## config.mk

```make
export PLATFORM = sky130hd
export DESIGN_NAME = e2m0_matmul_top
export DESIGN_NICKNAME = d
export VERILOG_FILES = /design/src/rtl/matmul_pkg.sv /design/src/rtl/e2m0_matmul_top.sv /design/src/rtl/readout_queue.sv /design/src/rtl/mac_array.sv /design/src/rtl/operand_buffer.sv /design/src/rtl/weight_unpack.sv
export SDC_FILE = /design/constraint.sdc
export NUM_CORES = 2
export LEC_CHECK = 0
export ABC_AREA = 1
export BUFFER_PORTS_ARGS = -buffer_cell sky130_fd_sc_hd__buf_2
export CORE_ASPECT_RATIO = 0.9
export CORE_MARGIN = 8
export CORE_UTILIZATION = 40
export CTS_CLUSTER_DIAMETER = 120
export DETAILED_ROUTE_END_ITERATION = 10
export GPL_ROUTABILITY_DRIVEN = 1
export PLACE_DENSITY = 0.59
export SLEW_MARGIN = 20
export SYNTH_ARGS = -nofsm -noshare
export SYNTH_HDL_FRONTEND = slang
export SYNTH_SLANG_ARGS = --single-unit
```

## constraint.sdc

```tcl
create_clock -name clk -period 7.9 [get_ports clk]
set_input_delay 1.58 -clock clk [delete_from_list [all_inputs] [get_ports clk]]
set_output_delay 1.58 -clock clk [all_outputs]
set_load 0.05 [all_outputs]
```

## src/rtl/matmul_pkg.sv

```systemverilog
// Shared geometry, widths and types of the low-precision weight matmul.
// SLICES sets the block length and the number of activation columns.
// Keep SLICES a power of two. Accumulators wrap silently after
// about 512 full-scale blocks.
package matmul_pkg;

    // array geometry
    localparam int SLICES      = 4;
    localparam int LANES       = 3;
    localparam int ROWS        = LANES * SLICES;
    localparam int COLS        = SLICES;
    localparam int ACC_COUNT   = ROWS * COLS;

    // datapath widths and output scaling
    localparam int ACC_W       = 18;
    localparam int OUT_SHIFT   = 9;

    // 5 * 7 * 7 legal packed weight bytes
    localparam int VALID_CODES = 245;

    typedef logic signed [7:0]           act_t;
    typedef logic signed [8:0]           addend_t;
    typedef logic signed [ACC_W-1:0]     acc_t;
    typedef logic        [7:0]           result_t;
    typedef logic [$clog2(SLICES)-1:0]   phase_t;
    typedef logic [LANES-1:0]            lane_mask_t;

    // one decoded weight byte, bit k of each mask is lane k
    typedef struct packed {
        lane_mask_t zero;
        lane_mask_t sign;
        lane_mask_t mul2;
        lane_mask_t div2;
    } weight_lanes_t;

    // current weights of every row in the strip
    typedef struct packed {
        logic [ROWS-1:0] zero;
        logic [ROWS-1:0] sign;
        logic [ROWS-1:0] mul2;
        logic [ROWS-1:0] div2;
    } row_ctl_t;

endpackage
```

## src/rtl/e2m0_matmul_top.sv

```systemverilog
`timescale 1ns/10ps
// Matmul top. One packed weight byte and one activation are consumed
// every cycle, with no back-pressure. Pulse readout at least 2*SLICES
// cycles after the last input of the final block; results then stream
// out one per cycle, entry n valid n+1 cycles after the readout edge.

module e2m0_matmul_top (
    input  logic                clk,
    input  logic                reset,
    input  logic [7:0]          weight_byte,
    input  matmul_pkg::act_t    activation,
    input  logic                readout,
    output matmul_pkg::result_t result
);

    matmul_pkg::weight_lanes_t                    lanes;
    matmul_pkg::row_ctl_t                         row_ctl;
    matmul_pkg::act_t                             act_cur;
    matmul_pkg::acc_t [matmul_pkg::ACC_COUNT-1:0] acc_next;

    weight_unpack u_weight_unpack (
        .code  (weight_byte),
        .lanes (lanes)
    );

    operand_buffer u_operand_buffer (
        .clk      (clk),
        .reset    (reset),
        .readout  (readout),
        .lanes_in (lanes),
        .act_in   (activation),
        .row_ctl  (row_ctl),
        .act_cur  (act_cur)
    );

    mac_array u_mac_array (
        .clk       (clk),
        .reset     (reset),
        .readout   (readout),
        .row_ctl   (row_ctl),
        .act_cur   (act_cur),
        .acc_state (),
        .acc_next  (acc_next)
    );

    readout_queue u_readout_queue (
        .clk      (clk),
        .reset    (reset),
        .readout  (readout),
        .acc_next (acc_next),
        .result   (result)
    );

endmodule

```

## src/rtl/readout_queue.sv

```systemverilog
`timescale 1ns/10ps
// Output queue. On readout it snapshots the next accumulator state with
// the array rotation undone, so entry r*COLS+c is row r, column c, for a
// readout in any slice phase. Then it shifts toward entry 0, one per cycle.
// result is accumulator bits 16 to 9 of entry 0.

module readout_queue (
    input  logic                                         clk,
    input  logic                                         reset,
    input  logic                                         readout,
    input  matmul_pkg::acc_t [matmul_pkg::ACC_COUNT-1:0] acc_next,
    output matmul_pkg::result_t                          result
);

    // local copy of the slice phase, gives the rotation offset of the array
    matmul_pkg::phase_t                           phase;
    matmul_pkg::acc_t [matmul_pkg::ACC_COUNT-1:0] queue;

    // physical slot that holds column c after this cycle's update
    function automatic int slot_of(input int c, input matmul_pkg::phase_t ph);
        return (c + 2 * matmul_pkg::COLS - 1 - int'(ph)) % matmul_pkg::COLS;
    endfunction

    always_ff @(posedge clk) begin
        if (reset || readout ||
            phase == matmul_pkg::phase_t'(matmul_pkg::SLICES - 1)) begin
            phase <= '0;
        end else begin
            phase <= phase + 1'b1;
        end
    end

    always_ff @(posedge clk) begin
        if (reset) begin
            queue <= '0;
        end else if (readout) begin
            for (int r = 0; r < matmul_pkg::ROWS; r++) begin
                for (int c = 0; c < matmul_pkg::COLS; c++) begin
                    queue[r*matmul_pkg::COLS + c] <=
                        acc_next[r*matmul_pkg::COLS + slot_of(c, phase)];
                end
            end
        end else begin
            // top entry holds its value
            queue <= {queue[matmul_pkg::ACC_COUNT-1], queue[matmul_pkg::ACC_COUNT-1:1]};
        end
    end

    assign result = matmul_pkg::result_t'(queue[0] >>> matmul_pkg::OUT_SHIFT);

endmodule

```

## src/rtl/mac_array.sv

```systemverilog
`timescale 1ns/10ps
// ROWS x COLS accumulator strip. Only column 0 of each row has an adder.
// Every row rotates one slot per cycle toward slot 0, and the updated
// slot 0 value re-enters at slot COLS-1, so every column meets the
// adder once per block. Accumulators clear on reset and on readout.

module mac_array (
    input  logic                                         clk,
    input  logic                                         reset,
    input  logic                                         readout,
    input  matmul_pkg::row_ctl_t                         row_ctl,
    input  matmul_pkg::act_t                             act_cur,
    output matmul_pkg::acc_t [matmul_pkg::ACC_COUNT-1:0] acc_state,
    output matmul_pkg::acc_t [matmul_pkg::ACC_COUNT-1:0] acc_next
);

    matmul_pkg::addend_t act_ext;

    // sign extend before any shift so halving floors correctly
    assign act_ext = matmul_pkg::addend_t'(act_cur);

    for (genvar r = 0; r < matmul_pkg::ROWS; r++) begin : g_row
        localparam int BASE = r * matmul_pkg::COLS;

        matmul_pkg::addend_t addend;

        // scale by 2, 1/2 or 1, -128 * 2 still fits in nine bits
        assign addend = row_ctl.mul2[r] ? (act_ext <<< 1) :
                        row_ctl.div2[r] ? (act_ext >>> 1) :
                                          act_ext;

        // slot 0 is the only one that accumulates
        assign acc_next[BASE + matmul_pkg::COLS - 1] =
            row_ctl.zero[r] ? acc_state[BASE] :
            row_ctl.sign[r] ? acc_state[BASE] - addend :
                              acc_state[BASE] + addend;

        for (genvar p = 1; p < matmul_pkg::COLS; p++) begin : g_rotate
            assign acc_next[BASE + p - 1] = acc_state[BASE + p];
        end
    end

    always_ff @(posedge clk) begin
        if (reset || readout) begin
            acc_state <= '0;
        end else begin
            acc_state <= acc_next;
        end
    end

endmodule

```

## src/rtl/operand_buffer.sv

```systemverilog
`timescale 1ns/10ps
// Slice phase counter and double-buffered weights and activations.
// A block of SLICES inputs fills the next buffer while the previous block,
// committed in each phase-0 cycle, drives the array. Readout restarts the phase.
// Input slot s feeds rows LANES*s to LANES*s+LANES-1 and activation column s.

module operand_buffer (
    input  logic                      clk,
    input  logic                      reset,
    input  logic                      readout,
    input  matmul_pkg::weight_lanes_t lanes_in,
    input  matmul_pkg::act_t          act_in,
    output matmul_pkg::row_ctl_t      row_ctl,
    output matmul_pkg::act_t          act_cur
);

    matmul_pkg::phase_t                                 phase;
    matmul_pkg::weight_lanes_t [matmul_pkg::SLICES-1:0] next_w;
    matmul_pkg::weight_lanes_t [matmul_pkg::SLICES-1:0] cur_w;
    matmul_pkg::act_t          [matmul_pkg::SLICES-1:0] next_act;
    matmul_pkg::act_t          [matmul_pkg::SLICES-1:0] cur_act;

    always_ff @(posedge clk) begin
        if (reset || readout ||
            phase == matmul_pkg::phase_t'(matmul_pkg::SLICES - 1)) begin
            phase <= '0;
        end else begin
            phase <= phase + 1'b1;
        end
    end

    // newest input enters at the top, slot 0 ends up at index 0
    always_ff @(posedge clk) begin
        if (reset) begin
            next_w   <= '0;
            next_act <= '0;
        end else begin
            next_w   <= {lanes_in, next_w[matmul_pkg::SLICES-1:1]};
            next_act <= {act_in, next_act[matmul_pkg::SLICES-1:1]};
        end
    end

    // commit on phase 0; activations are pre-rotated by one so that
    // columns 1,2,..,0 reach the array in phases 1,2,..,0
    always_ff @(posedge clk) begin
        if (reset) begin
            cur_w   <= '0;
            cur_act <= '0;
        end else if (phase == '0) begin
            cur_w   <= next_w;
            cur_act <= {next_act[0], next_act[matmul_pkg::SLICES-1:1]};
        end else begin
            cur_act <= {cur_act[0], cur_act[matmul_pkg::SLICES-1:1]};
        end
    end

    // row LANES*s+k takes lane bit k of slot s
    always_comb begin
        for (int s = 0; s < matmul_pkg::SLICES; s++) begin
            for (int k = 0; k < matmul_pkg::LANES; k++) begin
                row_ctl.zero[s*matmul_pkg::LANES + k] = cur_w[s].zero[k];
                row_ctl.sign[s*matmul_pkg::LANES + k] = cur_w[s].sign[k];
                row_ctl.mul2[s*matmul_pkg::LANES + k] = cur_w[s].mul2[k];
                row_ctl.div2[s*matmul_pkg::LANES + k] = cur_w[s].div2[k];
            end
        end
    end

    assign act_cur = cur_act[0];

endmodule

```

## src/rtl/weight_unpack.sv

```systemverilog
`timescale 1ns/10ps
// Combinational 5-7-7 weight decoder, code = d0 + 5*d1 + 35*d2.
// Lane 2 holds d0 (0,1,2,-1,-2), lanes 1 and 0 hold d1 and d2
// (0,1/2,1,2,-1/2,-1,-2). Codes at or above VALID_CODES give zero weights.

module weight_unpack (
    input  logic [7:0]                code,
    output matmul_pkg::weight_lanes_t lanes
);

    logic [2:0] d0;
    logic [2:0] d1;
    logic [2:0] d2;
    logic [3:0] f0;
    logic [3:0] f1;
    logic [3:0] f2;

    // flags of one digit as {zero, sign, mul2, div2}
    function automatic logic [3:0] digit_flags(input logic [2:0] digit,
                                               input logic       septenary);
        logic [3:0] flags;
        flags    = '0;
        flags[3] = (digit == 3'd0);
        if (septenary) begin
            flags[2] = (digit >= 3'd4);
            flags[1] = (digit == 3'd3) || (digit == 3'd6);
            flags[0] = (digit == 3'd1) || (digit == 3'd4);
        end else begin
            // quinary digit has no half step
            flags[2] = (digit >= 3'd3);
            flags[1] = (digit == 3'd2) || (digit == 3'd4);
        end
        return flags;
    endfunction

    // mixed radix split, constant divisors only
    assign d0 = 3'(code % 8'd5);
    assign d1 = 3'((code / 8'd5) % 8'd7);
    assign d2 = 3'(code / 8'd35);

    assign f0 = digit_flags(d0, 1'b0);
    assign f1 = digit_flags(d1, 1'b1);
    assign f2 = digit_flags(d2, 1'b1);

    always_comb begin
        if (code >= 8'(matmul_pkg::VALID_CODES)) begin
            lanes.zero = '1;
            lanes.sign = '0;
            lanes.mul2 = '0;
            lanes.div2 = '0;
        end else begin
            lanes.zero = {f0[3], f1[3], f2[3]};
            lanes.sign = {f0[2], f1[2], f2[2]};
            lanes.mul2 = {f0[1], f1[1], f2[1]};
            lanes.div2 = {f0[0], f1[0], f2[0]};
        end
    end

endmodule

```

==> impl_metrics.json <==
{
  "status": "finished clean",
  "grt_pass1_wl_um": 251000,
  "p_leak_nw": 29.9,
  "drt_wl_total_um": 152000,
  "fmax_mhz": 173,
  "top_level_ports": 27,
  "yosys-top-cells-area": "dfxtp_1, nand2_1, inv_1",
  "yosysTopAreaCellShare_pct": 43.6,
  "maxSlewViolCount": 0,
  "syn_nets": 8849,
  "swShare_pct": 30.6,
  "port_buffers": 26,
  "crit_path_start_kind": "register",
  "routed_via_density": 4.89,
  "vdd_drop_max_v": 0.000203,
  "worstSetupEndpointType": "register",
  "critPathSlowestCell": "inv_1",
  "p_clk_share_pct": 37.5,
  "synth_compound_area_share_pct": 16.4,
  "relSlewSlack_pct": 27.1,
  "cp_common_cell": "o21ai_0",
  "holdCritPathClass": "register to register",
  "htreeDepth": 4,
  "initial_core_util_pct": 40.2,
  "p_comb_share_pct": 21.7,
  "min_period_ps": 5780,
  "cts_buffer_depth": 3,
  "crit_arrival_ps": 6420,
  "cts_tree": "yes",
  "area_growth_pct": 10.1,
  "cts_setup_buffers": 0,
  "worst_pin_slew_ps": 1090,
  "synthXorXnorAreaFrac_pct": 2.73,
  "dr.pass1.iters": 6,
  "met1_length_um": 72400,
  "grt_overflow": 0,
  "finalCritPeriodShare_pct": 73.2,
  "fin_skew_ps": 24.0,
  "cts.sinks": 1356,
  "pwr-share-seq_pct": 40.8,
  "yosysMostFrequentCell": "nand2_1",
  "drc": 0,
  "finalSetupTns_ps": 0,
  "syn-cell-area_um2": 62200,
  "path_class": "register to register",
  "drive_gt1_share_pct": 4.49,
  "synth_edf_count": 0,
  "cts_hold_buf": 0,
  "rows": 137,
  "synthAdderAreaFrac_pct": 4.99,
  "vias": 51500,
  "crit_family": "compound AO/OA/AOI/OAI gates",
  "synth_top_cell_by_area": "dfxtp_1",
  "syn_area_per_cell_um2": 7.24,
  "synth_flop_cell": "dfxtp_1",
  "synth_seq_cells": 1356,
  "root_buffer": "clkbuf_16",
  "synthSimpleGateAreaFrac_pct": 21.3,
  "path_max_fanout": 22,
  "synth_top_family_by_area": "simple AND/OR/NAND/NOR gates",
  "syn-instance-count": 8589,
  "maxUsedRoutingLayer": "met4",
  "clk_pin_slew_ps": 70,
  "synthMuxAreaShare_pct": 0.0402,
  "drv_cap": 0,
  "grt_max_degree": 205,
  "drt_iter0_drc": 3553,
  "gp_congestion": 0.841,
  "async_flop_share_pct": 0,
  "met2_length_um": 69200,
  "die-width_um": 432,
  "dp_hpwl_um": 98500,
  "power_density_nw_per_um2": 267,
  "numCtsBuffers": 145,
  "clk_latency_ps": 780,
  "grt_usage_pct": 17.8,
  "wl_per_cell_um": 14.5,
  "postCtsResizedCells": 0,
  "path_buf_inv": 4,
  "ant_nets": 0,
  "yosysUniqueCellTypes": 52,
  "dr_wl_met3_um": 6950,
  "p_sw_mw": 5.61,
  "dieArea_um2": 168000,
  "cpPeakStageDelay_ps": 700,
  "rsz0062_at_grt": "false",
  "synth_common_cells": "nand2_1, dfxtp_1, inv_1, nor2_1, o21ai_0",
  "grt_pass1_vias": 49200,
  "fin_total_pwr_mw": 18.3,
  "antenna_found_initial": 2,
  "intPower_mw": 12.7,
  "core_area_um2": 155000,
  "finalHoldViolCount": 0,
  "finalSetupViolCount": 0,
  "yosysWarnings": 0,
  "die_h_um": 390,
  "cp.required_ps": 8540,
  "finalNetCount": 8591,
  "ys_seq_area_share_pct": 43.6
}
registers in the layout, indices dropped and copies added, names as in the netlist:
name and count:
u_operand_buffer.next_act 32, u_mac_array.acc_next 612, u_readout_queue.queue 376, u_readout_queue.phase 2, u_mac_array.acc_state 204, u_operand_buffer.next_w 44
u_operand_buffer.row_ctl 44, u_operand_buffer.cur_act 24, u_operand_buffer.phase 2, u_operand_buffer.act_cur 8, u_readout_queue.result 8
worst register-to-register path, delay by kind of cell, from the launching register on:
| kind | cells | cell delay [ps] |
|---|---|---|
| AOI/OAI and AO/OA | 13 | 2550 |
| adders and majority gates | 1 | 370 |
| DFF | 1 | 300 |
| and+or+nand+nor | 9 | 1090 |
| xor gates and xnor gates | 2 | 230 |
| buffers and inverters | 4 | 1110 |
power groups by stage:
stage               Sequential, mW  Clock (mW)  Combinational (mW)
CTS                           7.46        7.07                4.00
floorplan                     7.50           0                3.15
global route                  7.50        7.35                4.58
global placement              7.61           0                3.91
finish                        7.46        6.87                3.98
detailed placement            7.61           0                3.97
cell families (layout without fill, tap and decap cells):
group,Yosys count,after routing
xor gates and xnor gates,194,194
and+or+nand+nor,3362,3362
DFF,1356,1356
AOI/OAI and AO/OA,1639,1639
other,0,2
buffers and inverters,1795,1647
muxes,2,2
adders and majority gates,241,241
metrics by stage:
| step | instances | util (%) | cell area (µm²) | setup WS, ps | hold slack (ps) |
|---|---|---|---|---|---|
| after floorplan | 8589 | - | 62200 | 2190 | 394 |
| after global placement | 10300 | 41.1 | 63700 | 1680 | 393 |
| after detailed placement | 10300 | 41.1 | 63700 | 1620 | 398 |
| after CTS | 10500 | 44.3 | 68500 | 2190 | 391 |
| after global routing | 10500 | 44.3 | 68500 | 1540 | 414 |
| final | 10500 | 44.3 | 68500 | 2120 | 392 |
placed cells by master, fill, tap and decap left out, drive strengths merged, types with 2 or more instances in the layout:
cell,instances
and2,6
fa,12
o21bai,45
nand2,1840
clkbuf,200
nor3,32
dfxtp,1356
inv,1317
nor4,2
o21a,11
nand4,19
buf,74
a211oi,86
a22oi,6
clkinvlp,4
a21o,21
nand3b,5
diode,2
bufinv,13
ha,229
nor2,1264
nor3b,2
clkinv,39
o221ai,4
a31oi,12
a21oi,289
nand3,179
a32o,276
xor2,125
o211ai,48
o31ai,5
o2111ai,2
or2,12
xnor2,69
o21ai,833
cell type report:
class                           instances  area (µm²)
Antenna cell                            2        5.00
Clock buffer                          200        4090
Clock inverter                         57         739
Fill cell                           15600       86300
Inverter                             1316        4970
Multi-Input combinational cell       5438       28300
Sequential cell                      1356       27200
Tap cell                             2085        2610
Timing Repair Buffer                   74         609
worst paths after layout:
kind              cells after the start                   startpoint                    endpoint  slack (ps)
setup / recovery                     29  u_operand_buffer.act_cur[2]  u_readout_queue.queue[862]        2120
hold / removal                        2    u_mac_array.acc_next[508]  u_mac_array.acc_state[508]         390
setup reg to reg                     29  u_operand_buffer.act_cur[2]  u_readout_queue.queue[862]        2120
hold reg to reg                       2    u_mac_array.acc_next[508]  u_mac_array.acc_state[508]         390
routing by layer:
layer / track usage (%) / up-vias
met5: 0 / -
met4: 5.71 / 0
met3: 2.70 / 256
met2: 29.9 / 1015
met1: 23.6 / 23700
li1: - / 26600
Power figures use the tool's default switching activity.
